**config.mk**
```make
export PLATFORM = sky130hd
export DESIGN_NAME = cpu_controller
export DESIGN_NICKNAME = d
export VERILOG_FILES = /design/src/ctrl_pkg.sv /design/src/isa_pkg.sv /design/src/cpu_controller.sv /design/src/cycle_sequencer.sv /design/src/instr_decode.sv /design/src/operand_ctrl.sv /design/src/pc_mem_wb_ctrl.sv
export SDC_FILE = /design/constraint.sdc
export NUM_CORES = 1
export LEC_CHECK = 0
export ABC_CLOCK_PERIOD_IN_PS = 1670
export BUFFER_PORTS_ARGS = -buffer_cell sky130_fd_sc_hd__buf_4
export CAP_MARGIN = 25
export CORE_ASPECT_RATIO = 1.4
export CORE_MARGIN = 5
export CORE_UTILIZATION = 37
export CTS_CLUSTER_DIAMETER = 100
export DETAILED_ROUTE_END_ITERATION = 7
export PLACE_DENSITY = 0.84
export SYNTH_ARGS = -nofsm -noshare
export SYNTH_HDL_FRONTEND = slang
export SYNTH_SLANG_ARGS = --single-unit
export TNS_END_PERCENT = 30
```
**constraint.sdc**
```tcl
create_clock -name clk -period 1.67 [get_ports clk]
set_input_delay 0.167 -clock clk [delete_from_list [all_inputs] [get_ports clk]]
set_output_delay 0.167 -clock clk [all_outputs]
set_load 0.02 [all_outputs]
```
**src/ctrl_pkg.sv**
```systemverilog
`default_nettype none

package ctrl_pkg;

    // instruction cycle, start state only once after reset
    typedef enum logic [3:0] {
        st_reset         = 4'd0,
        st_load_pc_start = 4'd8,
        st_fetch         = 4'd1,
        st_fetch_wait    = 4'd2,
        st_decode        = 4'd3,
        st_execute       = 4'd4,
        st_memory        = 4'd5,
        st_memory_wait   = 4'd6,
        st_write_back    = 4'd7
    } ctrl_state_t;

    typedef logic [2:0] alu_op_t;
    localparam alu_op_t ALU_ADD = 3'b000;
    localparam alu_op_t ALU_SUB = 3'b001;
    localparam alu_op_t ALU_AND = 3'b010;
    localparam alu_op_t ALU_ORR = 3'b011;
    localparam alu_op_t ALU_XOR = 3'b111;

    // pc source mux
    typedef logic [1:0] pc_sel_t;
    localparam pc_sel_t PC_SEL_INC    = 2'b00;
    localparam pc_sel_t PC_SEL_VECTOR = 2'b01;
    localparam pc_sel_t PC_SEL_BRANCH = 2'b11;

    // operand source muxes
    typedef logic [1:0] operand_sel_t;
    localparam operand_sel_t SRC_REG          = 2'b00;
    localparam operand_sel_t SRC_PC_OR_TARGET = 2'b11;

endpackage

`default_nettype wire

```
**src/isa_pkg.sv**
```systemverilog
`default_nettype none

package isa_pkg;

    // instruction word fields
    typedef logic [6:0]  opcode_t;
    typedef logic [3:0]  cond_t;
    typedef logic [31:0] status_t;

    // flag positions in the status word
    localparam int FLAG_N_BIT = 31;
    localparam int FLAG_Z_BIT = 30;
    localparam int FLAG_C_BIT = 29;
    localparam int FLAG_V_BIT = 28;

    // condition codes
    localparam cond_t COND_EQ    = 4'b0000;
    localparam cond_t COND_NE    = 4'b0001;
    localparam cond_t COND_CS    = 4'b0010;
    localparam cond_t COND_CC    = 4'b0011;
    localparam cond_t COND_MI    = 4'b0100;
    localparam cond_t COND_PL    = 4'b0101;
    localparam cond_t COND_VS    = 4'b0110;
    localparam cond_t COND_VC    = 4'b0111;
    localparam cond_t COND_HI    = 4'b1000;
    localparam cond_t COND_LS    = 4'b1001;
    localparam cond_t COND_GE    = 4'b1010;
    localparam cond_t COND_LT    = 4'b1011;
    localparam cond_t COND_GT    = 4'b1100;
    localparam cond_t COND_LE    = 4'b1101;
    localparam cond_t COND_AL    = 4'b1110;
    // also marks a non-ALU encoding when opcode bit 6 is clear
    localparam cond_t COND_NEVER = 4'b1111;

    // opcode prefixes of the instruction families
    localparam logic [1:0] OPC_MEM_HI   = 2'b11;
    localparam logic [2:0] OPC_LOAD_HI  = 3'b110;
    localparam logic [2:0] OPC_LIT_HI   = 3'b100;
    localparam logic [3:0] OPC_LIT_LOAD = 4'b1000;
    localparam logic [3:0] OPC_BRANCH   = 4'b1001;
    localparam logic [3:0] OPC_CMP_LOW  = 4'b1010;

endpackage

`default_nettype wire

```
**src/cpu_controller.sv**
```systemverilog
`timescale 1ns/1ps
`default_nettype none

module cpu_controller
    import ctrl_pkg::*;
    import isa_pkg::*;
(
    input  wire logic    clk,
    input  wire logic    rst_n,
    input  wire opcode_t opcode,
    input  wire cond_t   cond,
    input  wire status_t status_reg,
    input  wire logic    P,
    input  wire logic    U,
    input  wire logic    W,
    input  wire logic    en_status_decode,
    // instruction register and status
    output logic         load_ir,
    output logic         status_rdy,
    // operand registers
    output logic         en_A,
    output logic         en_B,
    output logic         en_S,
    output operand_sel_t sel_A_in,
    output operand_sel_t sel_shift_in,
    output logic         sel_shift,
    // pc and alu
    output logic         load_pc,
    output pc_sel_t      sel_pc,
    output alu_op_t      alu_op,
    output logic         sel_A,
    output logic         sel_B,
    output logic         sel_post_indexing,
    output logic         en_C,
    output logic         en_status,
    // register file and ram
    output logic         w_en1,
    output logic         w_en2,
    output logic         sel_w_addr1,
    output logic         ram_w_en2,
    output logic         w_en3
);

    ctrl_state_t state;
    logic        is_alu;
    logic        is_mem;
    logic        is_load;
    logic        is_branch;
    logic        cond_pass;

    cycle_sequencer cycle_sequencer_inst (
        .clk        (clk),
        .rst_n      (rst_n),
        .state      (state),
        .load_ir    (load_ir),
        .status_rdy (status_rdy)
    );

    instr_decode instr_decode_inst (
        .opcode     (opcode),
        .cond       (cond),
        .status_reg (status_reg),
        .is_alu     (is_alu),
        .is_mem     (is_mem),
        .is_load    (is_load),
        .is_branch  (is_branch),
        .cond_pass  (cond_pass)
    );

    operand_ctrl operand_ctrl_inst (
        .state        (state),
        .opcode       (opcode),
        .is_alu       (is_alu),
        .is_mem       (is_mem),
        .is_branch    (is_branch),
        .en_A         (en_A),
        .en_B         (en_B),
        .en_S         (en_S),
        .sel_A_in     (sel_A_in),
        .sel_shift_in (sel_shift_in),
        .sel_shift    (sel_shift)
    );

    pc_mem_wb_ctrl pc_mem_wb_ctrl_inst (
        .state             (state),
        .opcode            (opcode),
        .P                 (P),
        .U                 (U),
        .W                 (W),
        .en_status_decode  (en_status_decode),
        .is_alu            (is_alu),
        .is_mem            (is_mem),
        .is_load           (is_load),
        .is_branch         (is_branch),
        .cond_pass         (cond_pass),
        .load_pc           (load_pc),
        .sel_pc            (sel_pc),
        .alu_op            (alu_op),
        .sel_A             (sel_A),
        .sel_B             (sel_B),
        .sel_post_indexing (sel_post_indexing),
        .en_C              (en_C),
        .en_status         (en_status),
        .w_en1             (w_en1),
        .w_en2             (w_en2),
        .sel_w_addr1       (sel_w_addr1),
        .ram_w_en2         (ram_w_en2),
        .w_en3             (w_en3)
    );

endmodule

`default_nettype wire

```
**src/cycle_sequencer.sv**
```systemverilog
`timescale 1ns/1ps
`default_nettype none

module cycle_sequencer
    import ctrl_pkg::*;
(
    input  wire logic  clk,
    input  wire logic  rst_n,
    output ctrl_state_t state,
    output logic        load_ir,
    output logic        status_rdy
);

    always_ff @(posedge clk or negedge rst_n) begin
        if (!rst_n) begin
            state <= st_reset;
        end else begin
            case (state)
                st_reset:         state <= st_load_pc_start;
                st_load_pc_start: state <= st_fetch;
                st_fetch:         state <= st_fetch_wait;
                st_fetch_wait:    state <= st_decode;
                st_decode:        state <= st_execute;
                st_execute:       state <= st_memory;
                st_memory:        state <= st_memory_wait;
                st_memory_wait:   state <= st_write_back;
                // back to fetch, the vector load is not repeated
                st_write_back:    state <= st_fetch;
                default:          state <= st_reset;
            endcase
        end
    end

    // instruction word is stable on the ram output by now
    assign load_ir = (state == st_decode);

    // flags from the memory cycle are settled one state later
    assign status_rdy = (state == st_memory_wait);

    a_decode_after_fetch_wait: assert property (
        @(posedge clk) disable iff (!rst_n)
        state == st_fetch_wait |=> state == st_decode
    );

endmodule

`default_nettype wire

```
**src/instr_decode.sv**
```systemverilog
`timescale 1ns/1ps
`default_nettype none

module instr_decode
    import ctrl_pkg::*;
    import isa_pkg::*;
(
    input  wire opcode_t opcode,
    input  wire cond_t   cond,
    input  wire status_t status_reg,
    output logic         is_alu,
    output logic         is_mem,
    output logic         is_load,
    output logic         is_branch,
    output logic         cond_pass
);

    logic flag_n;
    logic flag_z;
    logic flag_c;
    logic flag_v;

    assign flag_n = status_reg[FLAG_N_BIT];
    assign flag_z = status_reg[FLAG_Z_BIT];
    assign flag_c = status_reg[FLAG_C_BIT];
    assign flag_v = status_reg[FLAG_V_BIT];

    // families in priority order
    assign is_alu    = !opcode[6] && (cond != COND_NEVER);
    assign is_mem    = !is_alu && ((opcode[6:5] == OPC_MEM_HI) || (opcode[6:3] == OPC_LIT_LOAD));
    assign is_branch = !is_alu && !is_mem && (opcode[6:3] == OPC_BRANCH);

    // register loads plus the literal load
    assign is_load = (opcode[6:4] == OPC_LOAD_HI) || (opcode[6:3] == OPC_LIT_LOAD);

    always_comb begin
        case (cond)
            COND_EQ: cond_pass = flag_z;
            COND_NE: cond_pass = !flag_z;
            COND_CS: cond_pass = flag_c;
            COND_CC: cond_pass = !flag_c;
            COND_MI: cond_pass = flag_n;
            COND_PL: cond_pass = !flag_n;
            COND_VS: cond_pass = flag_v;
            COND_VC: cond_pass = !flag_v;
            COND_HI: cond_pass = flag_c && !flag_z;
            COND_LS: cond_pass = !flag_c || flag_z;
            COND_GE: cond_pass = (flag_n == flag_v);
            COND_LT: cond_pass = (flag_n != flag_v);
            COND_GT: cond_pass = !flag_z && (flag_n == flag_v);
            COND_LE: cond_pass = flag_z || (flag_n != flag_v);
            COND_AL: cond_pass = 1'b1;
            // never
            default: cond_pass = 1'b0;
        endcase
    end

    always_comb begin
        a_one_family: assert final ($onehot0({is_alu, is_mem, is_branch}));
    end

endmodule

`default_nettype wire

```
**src/operand_ctrl.sv**
```systemverilog
`timescale 1ns/1ps
`default_nettype none

module operand_ctrl
    import ctrl_pkg::*;
    import isa_pkg::*;
(
    input  wire ctrl_state_t state,
    input  wire opcode_t     opcode,
    input  wire logic        is_alu,
    input  wire logic        is_mem,
    input  wire logic        is_branch,
    output logic             en_A,
    output logic             en_B,
    output logic             en_S,
    output operand_sel_t     sel_A_in,
    output operand_sel_t     sel_shift_in,
    output logic             sel_shift
);

    always_comb begin
        en_A         = 1'b0;
        en_B         = 1'b0;
        en_S         = 1'b0;
        sel_A_in     = SRC_REG;
        sel_shift_in = SRC_REG;
        sel_shift    = 1'b0;

        if (state == st_execute) begin
            if (is_alu) begin
                en_A = opcode[3];
                en_B = opcode[4];
                en_S = 1'b1;
                // shift amount only with a register operand
                sel_shift = opcode[4] ? opcode[5] : 1'b0;
            end else if (is_mem) begin
                en_A = 1'b1;
                if (opcode[3]) begin
                    // register offset from Rm
                    en_B = 1'b1;
                    en_S = 1'b1;
                end else if (opcode[6:4] == OPC_LIT_HI) begin
                    // literal load, base is the pc
                    sel_A_in = SRC_PC_OR_TARGET;
                end
            end else if (is_branch) begin
                en_B         = opcode[1];
                en_S         = 1'b1;
                sel_shift    = 1'b1;
                sel_shift_in = SRC_PC_OR_TARGET;
            end
        end
    end

endmodule

`default_nettype wire

```
**src/pc_mem_wb_ctrl.sv**
```systemverilog
`timescale 1ns/1ps
`default_nettype none

module pc_mem_wb_ctrl
    import ctrl_pkg::*;
    import isa_pkg::*;
(
    input  wire ctrl_state_t state,
    input  wire opcode_t     opcode,
    input  wire logic        P,
    input  wire logic        U,
    input  wire logic        W,
    input  wire logic        en_status_decode,
    input  wire logic        is_alu,
    input  wire logic        is_mem,
    input  wire logic        is_load,
    input  wire logic        is_branch,
    input  wire logic        cond_pass,
    output logic             load_pc,
    output pc_sel_t          sel_pc,
    output alu_op_t          alu_op,
    output logic             sel_A,
    output logic             sel_B,
    output logic             sel_post_indexing,
    output logic             en_C,
    output logic             en_status,
    output logic             w_en1,
    output logic             w_en2,
    output logic             sel_w_addr1,
    output logic             ram_w_en2,
    output logic             w_en3
);

    always_comb begin
        load_pc           = 1'b0;
        sel_pc            = PC_SEL_INC;
        alu_op            = ALU_ADD;
        sel_A             = 1'b0;
        sel_B             = 1'b0;
        sel_post_indexing = 1'b0;
        en_C              = 1'b0;
        en_status         = 1'b0;
        w_en1             = 1'b0;
        w_en2             = 1'b0;
        sel_w_addr1       = 1'b0;
        ram_w_en2         = 1'b0;
        w_en3             = 1'b0;

        case (state)
            st_load_pc_start: begin
                load_pc = 1'b1;
                sel_pc  = PC_SEL_VECTOR;
            end
            st_memory: begin
                en_C = 1'b1;
                if (is_alu) begin
                    load_pc = 1'b1;
                    case (opcode[2:0])
                        3'b000:  alu_op = ALU_ADD;
                        3'b001:  alu_op = ALU_SUB;
                        3'b010:  alu_op = ALU_SUB;
                        3'b011:  alu_op = ALU_AND;
                        3'b100:  alu_op = ALU_ORR;
                        3'b101:  alu_op = ALU_XOR;
                        default: alu_op = ALU_ADD;
                    endcase
                    // immediate path when the operand register is not loaded
                    sel_A     = !opcode[3];
                    sel_B     = !opcode[4];
                    en_status = en_status_decode;
                    // compare only updates the flags
                    w_en1     = (opcode[3:0] != OPC_CMP_LOW);
                end else if (is_mem) begin
                    load_pc           = 1'b1;
                    alu_op            = U ? ALU_ADD : ALU_SUB;
                    sel_B             = !opcode[3];
                    sel_post_indexing = !P;
                    en_status         = en_status_decode;
                    // base write-back, always on post-indexing
                    w_en2             = !P || W;
                    ram_w_en2         = opcode[4];
                end else if (is_branch) begin
                    load_pc     = 1'b1;
                    sel_pc      = cond_pass ? PC_SEL_BRANCH : PC_SEL_INC;
                    sel_A       = 1'b1;
                    sel_B       = !opcode[1];
                    // link register write
                    w_en1       = opcode[2];
                    sel_w_addr1 = opcode[2];
                end
            end
            st_write_back: begin
                w_en3 = is_load;
            end
            default: begin
            end
        endcase
    end

    always_comb begin
        a_no_store_and_reg_write: assert final (!(ram_w_en2 && w_en1));
        a_load_pc_states: assert final (
            !load_pc || state == st_load_pc_start || state == st_memory
        );
    end

endmodule

`default_nettype wire

```
==> results of run 1 <==
## power by group
part	total [µW]	switching, µW	internal (µW)
registers	97.5	0	97.5
clock network	115	35.3	80.1
logic	144	73.8	70.1
## layout make-up
type,count,share of cell area
multi-input cells,91,0.535
repair buffers,58,0.332
flip-flops and latches,4,0.0756
well taps,22,0.0205
inverters,7,0.0196
clock buffers,3,0.0168
## routing by layer
layer	share of wire	wire length, µm	GRT usage
met5	0	0	0
met4	0.020	53	0.0852
met3	0.057	149	0.0317
met2	0.58	1510	0.312
met1	0.34	891	0.159
## stage by stage
step / cell area [µm²] / worst slack, ps / total power, µW
final: 1340 / -43.8 / 357
after detailed placement: 1200 / 30.7 / 236
after CTS: 1290 / -61.6 / 364
after global placement: 1200 / 41.2 / 231
after floorplan: 821 / -195 / 172
after global routing: 1340 / -142 / 390
## final timing paths
| path | from | to |
|---|---|---|
| max | cycle_sequencer_inst.state[1] | sel_pc[1] |
| min | rst_n | cycle_sequencer_inst.state[2] |
| max reg2reg | cycle_sequencer_inst.state[1] | cycle_sequencer_inst.state[2] |
| min reg2reg | cycle_sequencer_inst.state[2] | cycle_sequencer_inst.state[0] |
| max in group asynchronous | rst_n | cycle_sequencer_inst.state[0] |
| min in group clk | cycle_sequencer_inst.state[2] | cycle_sequencer_inst.state[0] |
## worst max-delay path: cells and delay by family, from the launching register on
family,cells,cell delay (ps)
and+or+nand+nor,2,190
adders and majority gates,1,150
DFF,1,380
buffers and inverters,2,220
AOI/OAI and AO/OA,2,380
## timing repair
action | 4_1_cts | 5_1_grt
pin swaps | 0 | 2
hold buffers | 1 | 0
endpoints found under the setup margin | 14 | 18
setup buffers | 2 | 1
resized for setup | 12 | 7
gates cloned | 0 | 0
hold endpoints to repair | 4 | 0
## Yosys cell counts, types with 2 or more instances
master,count,area [µm²]
nand3_1,2,10.0
o22ai_1,3,18.8
nor3_1,2,10.0
o21ai_2,2,17.5
ha_1,5,62.6
and2_1,5,31.3
nand2_1,14,52.6
and2b_2,2,17.5
xor2_1,3,26.3
inv_1,7,26.3
nand3b_1,4,30.0
or3_1,2,12.5
buf_4,5,37.5
a21oi_1,9,45.0
nor2_1,10,37.5
dfrtp_1,4,100
nand2b_1,5,31.3
o21ai_0,3,15.0
mux2i_1,3,30.0
## logic make-up (layout without fill, tap and decap cells)
logic type / count (synthesis) / in the layout / synth area share
and+or+nand+nor: 53 / 53 / 0.363
AOI/OAI and AO/OA: 26 / 26 / 0.260
buffers and inverters: 14 / 68 / 0.0983
adders and majority gates: 5 / 5 / 0.0768
xor gates and xnor gates: 4 / 4 / 0.0430
DFF: 4 / 4 / 0.123
muxes: 3 / 3 / 0.0369
==> flow_summary.ini, run 1 <==
[finish]
antenna_cells = 0
final-seq-area_um2 = 101
largest_register_ffs = 4
multi_input_area_um2 = 717
final_cell_mix = 55 x buf_4, 12 x nand2_1, 10 x nor2_1
final_layout_size_suffix_gt1_frac = 0.521
finish.net_count = 219
instances_no_fill = 185
fillers = 180
areaGrowthSynthToFinish_pct = 64.5
reg_top3 = cycle_sequencer_inst.state: 4 flops
post-route-util = 0.623
regMostFlops = cycle_sequencer_inst.state
final_common_cell = buf_4

[setup_path]
ff2ff_path_depth = 4
crit_path_max_incr_delay_ps = 380
crit_chain = inv_2 -> ha_4 -> nand2_4 -> a2111oi_4 -> a41oi_2 -> nand2_1 -> buf_6
critPathSlowestCell = dfrtp_1
worstSetupPathType = reg -> out
endpoint_kind = output pin
cp_data_arrival_time_ps = 1550
crit_path_max_fanout = 5
cp-start-kind = flop
critPathRequiredTime_ps = 1500
r2r_slack_ps = 540

[routing]
route.vias.total = 977
drt_wl_total_mm = 2.61
via_per_inst = 5.28
final_antenna_net_count = 0
drcViolationCount = 0
first_pass_iters = 4
drt_iter0_drc = 6
wl_per_cell_um = 14.1

[floorplan]
die_y_um = 65.5
core_um2 = 2150
start_util = 0.378
core.rowCount = 20
die_w_um = 49.7
die_area_um2 = 3250
ioPinCount = 75

[global_route]
grt_pass1_wl_mm = 4.24
grt.total_usage = 0.163
grt_max_degree = 9
antenna_found_initial = 0
grt_pass1_vias = 999
grt-ovfl-total = 0

[logic_synthesis]
synth_fp_nets = 163
synth_edf_count = 0
syn-cell-area_um2 = 815
yosys.cell_types.count = 38
synth-seq-cells = 4
yosysSeqAreaShare = 0.123
synthFlopType = dfrtp_1
avgSynthCellArea_um2 = 7.47
syn_inst = 109
synthArstFlopShare = 1.00
ys_warn_count = 0

[timing]
finalClockSkew_ps = 1.02
relSlewSlack = 0.814
worst_pin_slew_ps = 280
setup_violations = 2
fin_setup_tns_ps = -70.5
fin_crit_ps = 1710
drv_slew = 0
fin_crit_sh = 1.03
fin_hold_ws_ps = 272
fin_ws_ps = -43.8
rsz0062_at_grt = yes
hold_violations = 0
max_freq_mhz = 584

[run_status]
status = finished with violations
violations = setup timing

[placement]
port_buffers = 46
gp_congestion = 0.791
placed_cells = 178
dp_hpwl_mm = 2.06

[cts]
clkSinkCount = 4
clkTransAtPathRegs_ps = 40
htree_levels = 1
numCtsBuffers = 3
clk_latency_ps = 230
clock_path_buffers = 2
cts_root_buf = clkbuf_4
cts_tree = built

[power]
p_leak_uw = 0.000631
power_density_nw_per_um2 = 266
vdd_drop_max_mv = 0.343

[run]
maxCapViolCount = 0

[hold_path]
min_path_type = in -> async
(Power assumes the default switching activity.)
==> inputs of run 2 (changes only) <==
--- a/config.mk
+++ b/config.mk
@@ -14,6 +14,7 @@
 export CTS_CLUSTER_DIAMETER = 100
 export DETAILED_ROUTE_END_ITERATION = 7
 export PLACE_DENSITY = 0.84
+export SETUP_SLACK_MARGIN = 0.02
 export SYNTH_ARGS = -nofsm -noshare
 export SYNTH_HDL_FRONTEND = slang
 export SYNTH_SLANG_ARGS = --single-unit
==> run 2 against run 1 <==
The flow still finishes with violations (setup timing); clock skew grew 2.9 ps; register-to-register slack worse by 160 ps; hold slack worse by 5.6 ps; clock-buffer cell count unchanged; setup slack worse by 23 ps.
==> flow_summary.ini, run 2 (synthesis results as in run 1) <==
[run_status]
status = finished with violations
violations = setup timing

[floorplan]
core_um2 = 2150
die_y_um = 65.5
start_util = 0.378
ioPinCount = 75
die_area_um2 = 3250
core.rowCount = 20
die_w_um = 49.7

[power]
seq_power_share = 0.267
finalPower_uw = 365
swShare = 0.319
p_int_uw = 249
vdd_drop_max_mv = 0.353
total_switching_power_uw = 116
clkPwrFrac = 0.321
p_leak_uw = 0.000678
power_density_nw_per_um2 = 257
pwr-share-comb = 0.412

[timing]
relSlewSlack = 0.804
setup_violations = 6
finalClockSkew_ps = 3.91
fin_crit_sh = 1.04
fin_ws_ps = -66.6
drv_slew = 0
fin_crit_ps = 1740
hold_violations = 0
worst_pin_slew_ps = 294
max_freq_mhz = 576
rsz0062_at_grt = yes

[setup_path]
critPathSlowestCell = dfrtp_1
critPathRequiredTime_ps = 1500
crit_buf_inv = 1
cp.depth = 6
ff2ff_path_depth = 5
cp_data_arrival_time_ps = 1570
reg2reg_from = cycle_sequencer_inst.state[1]
endpoint_kind = output pin
setup.worst_path.start = cycle_sequencer_inst.state[3]
worstSetupPathType = reg -> out
crit_path_max_fanout = 4
crit_path_max_incr_delay_ps = 370
cp-start-kind = flop
crit_chain = and2b_2 -> nand2_4 -> a2111oi_4 -> a41oi_2 -> nand3_1 -> buf_6
crit_family = simple AND/OR/NAND/NOR gates

[global_route]
antenna_found_initial = 0
grt_pass1_vias = 987
grt_max_degree = 9
grt-ovfl-total = 0
grt.total_usage = 0.164
grt_pass1_wl_mm = 4.33

[cts]
clkSinkCount = 4
clk_latency_ps = 230
numCtsBuffers = 3
clock_path_buffers = 2
clkTransAtPathRegs_ps = 40
cts_tree = built
cts_root_buf = clkbuf_4
htree_levels = 1

[placement]
port_buffers = 46
dp_hpwl_mm = 2.14
gp_congestion = 0.837

[routing]
first_pass_iters = 4
drcViolationCount = 0
route.vias.total = 1012
drt_wl_total_mm = 2.83
final_antenna_net_count = 0
via_per_inst = 5.33
drt_iter0_drc = 13
wl_per_cell_um = 14.9

[finish]
largest_register_ffs = 4
antenna_cells = 0
final_common_cell = buf_4
areaGrowthSynthToFinish_pct = 74.3
finish.net_count = 224
post-route-util = 0.660
regMostFlops = cycle_sequencer_inst.state
final_layout_size_suffix_gt1_frac = 0.560
reg_top3 = cycle_sequencer_inst.state: 4 flops
fillers = 172
final_cell_mix = 55 x buf_4, 10 x nand2_1, 9 x nor2_1

[run]
maxCapViolCount = 0

[hold_path]
min_path_type = in -> async
-- run 2: cell count changes in the layout (fill, tap and decap cells not counted), sizes merged --
cell,change
buf,+5
-- run 2: final cells by class --
| class | instances | area (µm²) | share of cell area |
|---|---|---|---|
| Clock buffer | 3 | 22.5 | 0.0159 |
| Inverter | 7 | 31.3 | 0.0220 |
| Multi-Input combinational cell | 91 | 736 | 0.518 |
| Sequential cell | 4 | 101 | 0.0714 |
| Tap cell | 22 | 27.5 | 0.0194 |
| Timing Repair Buffer | 63 | 502 | 0.353 |
-- run 2: repair_timing --
item / 4_1_cts / 5_1_grt
hold endpoints to repair: 4 / 0
pin swaps: 2 / 7
hold buffers: 1 / 0
gates resized for setup: 12 / 17
buffers inserted: 2 / 6
endpoints found under the setup margin: 16 / 13
-- run 2: path summary, 6_finish.rpt --
check                      slack [ps]                            end
min in group clk                  600  cycle_sequencer_inst.state[0]
min reg2reg                       600  cycle_sequencer_inst.state[0]
max reg2reg                       380  cycle_sequencer_inst.state[2]
min                               270  cycle_sequencer_inst.state[3]
max                               -70                      sel_pc[0]
max in group asynchronous        1290  cycle_sequencer_inst.state[0]
-- run 2: power groups by stage --
stage	clock network, µW	registers, µW	logic [µW]
floorplan	0	98.7	74.3
global placement	0	98.7	134
detailed placement	0	98.7	140
CTS	123	97.5	145
global route	130	97.4	163
finish	117	97.5	150
-- run 2: worst register-to-register path, delay by kind of cell (launching register included) --
kind                     cells  cell delay (ps)
flip-flops                   1              380
buffers and inverters        2              270
adder cells (fa/ha/maj)      1              210
AO/OA/AOI/OAI                1              160
AND/OR/NAND/NOR              1              160
-- run 2: metal layers --
metal  track usage  share of wire  wire length [µm]  vias up
li1              -              -                 -      494
met1         0.161           0.35               988      474
met2         0.306           0.57              1600       36
met3        0.0431          0.057               161        8
met4        0.0820          0.028                78        0
met5             0              0                 0        -
-- run 2: stage by stage --
step           std cells  worst slack, ps  setup TNS, ps  hold slack (ps)  area [µm²]
2_1_floorplan        109             6.19              0             -129         832
3_3_place_gp         178             41.2              0            -37.5        1210
3_5_place_dp         178             5.55              0            -36.3        1210
4_1_cts              184             -116           -214              260        1310
5_1_grt              190             -137           -920              272        1420
6_report             190            -66.6           -237              266        1420
==> inputs of run 3 (changes only) <==
--- a/config.mk
+++ b/config.mk
@@ -8,12 +8,14 @@
 export ABC_CLOCK_PERIOD_IN_PS = 1670
 export BUFFER_PORTS_ARGS = -buffer_cell sky130_fd_sc_hd__buf_4
 export CAP_MARGIN = 25
+export CELL_PAD_IN_SITES_DETAIL_PLACEMENT = 1
+export CELL_PAD_IN_SITES_GLOBAL_PLACEMENT = 2
 export CORE_ASPECT_RATIO = 1.4
 export CORE_MARGIN = 5
-export CORE_UTILIZATION = 37
+export CORE_UTILIZATION = 17
 export CTS_CLUSTER_DIAMETER = 100
 export DETAILED_ROUTE_END_ITERATION = 7
-export PLACE_DENSITY = 0.84
+export PLACE_DENSITY = 0.83
 export SETUP_SLACK_MARGIN = 0.02
 export SYNTH_ARGS = -nofsm -noshare
 export SYNTH_HDL_FRONTEND = slang
==> run 3 against run 2 <==
The flow now finishes without violations; non-clock buffer count is 3 higher; clock-buffer cell count is the same; routed wire length grew 12%; combinational power about the same; first-iteration DRC count is 15% lower; sequential power about the same; critical path type unchanged.
==> flow_summary.ini, run 3 (synthesis results as in run 1) <==
[routing]
first_pass_iters = 2
final_antenna_net_count = 0
via_per_inst = 4.28
drt_iter0_drc = 11
drcViolationCount = 0
route.vias.total = 998
wl_per_cell_um = 13.5
drt_wl_total_mm = 3.16

[finish]
final_layout_size_suffix_gt1_frac = 0.550
final_cell_mix = 59 x buf_4, 11 x nand2_1, 10 x nor2_1
areaGrowthSynthToFinish_pct = 83.6
antenna_cells = 0
largest_register_ffs = 4
fillers = 582
finish.net_count = 227
stdcell_area_um2 = 1500
instances_no_fill = 233
regMostFlops = cycle_sequencer_inst.state
final_common_cell = buf_4
reg_top3 = cycle_sequencer_inst.state: 4 flops

[global_route]
antenna_found_initial = 0
grt.total_usage = 0.0997
grt_max_degree = 9
grt-ovfl-total = 0
grt_pass1_vias = 1146
grt_pass1_wl_mm = 4.97

[placement]
gp_congestion = 0.774
port_buffers = 46
dp_hpwl_mm = 2.55
placed_cells = 223
place_area_um2 = 1300
dp_slack_ps = -37.9

[timing]
finalClockSkew_ps = 0.494
worst_pin_slew_ps = 272
fin_crit_ps = 1660
max_freq_mhz = 604
relSlewSlack = 0.819
rsz0062_at_grt = yes
fin_ws_ps = 13.4
fin_crit_sh = 0.992
setup_violations = 0
fin_hold_ws_ps = 295
drv_slew = 0
fin_setup_tns_ps = 0
hold_violations = 0

[cts]
clkTransAtPathRegs_ps = 30
clock_path_buffers = 2
cts_tree = built
htree_levels = 1
cts_root_buf = clkbuf_8
clkSinkCount = 4
numCtsBuffers = 3
clk_latency_ps = 210

[power]
vdd_drop_max_mv = 0.399
p_leak_uw = 0.000684
power_density_nw_per_um2 = 300

[run_status]
status = completed

[setup_path]
cp_data_arrival_time_ps = 1490
endpoint_kind = output pin
r2r_slack_ps = 370
worstSetupPathType = reg -> out
cp-start-kind = flop
critPathRequiredTime_ps = 1500
crit_path_max_fanout = 4

[floorplan]
die_area_um2 = 6300
core_um2 = 4610
core.rowCount = 29
ioPinCount = 75
die_y_um = 91.9
die_w_um = 68.5
start_util = 0.177

[hold_path]
min_path_type = in -> async

[run]
maxCapViolCount = 0
==> run 3: power breakdown <==
group / switching [µW] / internal (µW)
Clock: 45.0 / 153
Sequential: 0 / 97.7
Combinational: 76.1 / 76.8
==> run 3: per-layer routing <==
metal,track usage,up-vias,part of all wire
met2,0.194,25,0.60
met5,0,-,0
met4,0.0348,0,0.0022
met3,0.0159,2,0.056
li1,-,502,-
met1,0.0996,469,0.34
==> run 3: final timing paths <==
kind / from / endpoint / cells after the start
setup reg to reg: cycle_sequencer_inst.state[0] / cycle_sequencer_inst.state[2] / 5
hold / removal: rst_n / cycle_sequencer_inst.state[0] / 2
hold reg to reg: cycle_sequencer_inst.state[3] / cycle_sequencer_inst.state[1] / 2
setup / recovery: cycle_sequencer_inst.state[2] / ram_w_en2 / 6
min in group clk: cycle_sequencer_inst.state[3] / cycle_sequencer_inst.state[1] / 2
max in group asynchronous: rst_n / cycle_sequencer_inst.state[3] / 2
==> run 3: layout make-up <==
type                       count  area [µm²]  area share
clock buffer                   3        41.3      0.0276
inverter                       7        33.8      0.0226
multi-input combinational     91         722       0.483
sequential                     4         100      0.0669
tap                           62        77.6      0.0519
timing repair buffer          66         520       0.348
==> run 3: metrics by stage <==
stage / util / total power [µW]
3_3_place_gp: 0.282 / 243
5_1_grt: 0.324 / 481
3_5_place_dp: 0.282 / 245
4_1_cts: 0.311 / 455
2_1_floorplan: - / 173
6_report: 0.324 / 449
==> run 3: worst max-delay path: stages (launching register included) <==
cell	delay, ps
dfrtp_1	360
and2b_2	230
nand2_4	130
clkinv_4	80
buf_4	140
and3_2	190
buf_6	130
==> run 3: what timing repair did <==
item	in CTS	in global routing
gates resized for setup	17	9
endpoints found under the setup margin	22	16
pin swaps	2	3
hold buffers	1	0
endpoints found under the hold margin	4	0
setup buffers	2	4
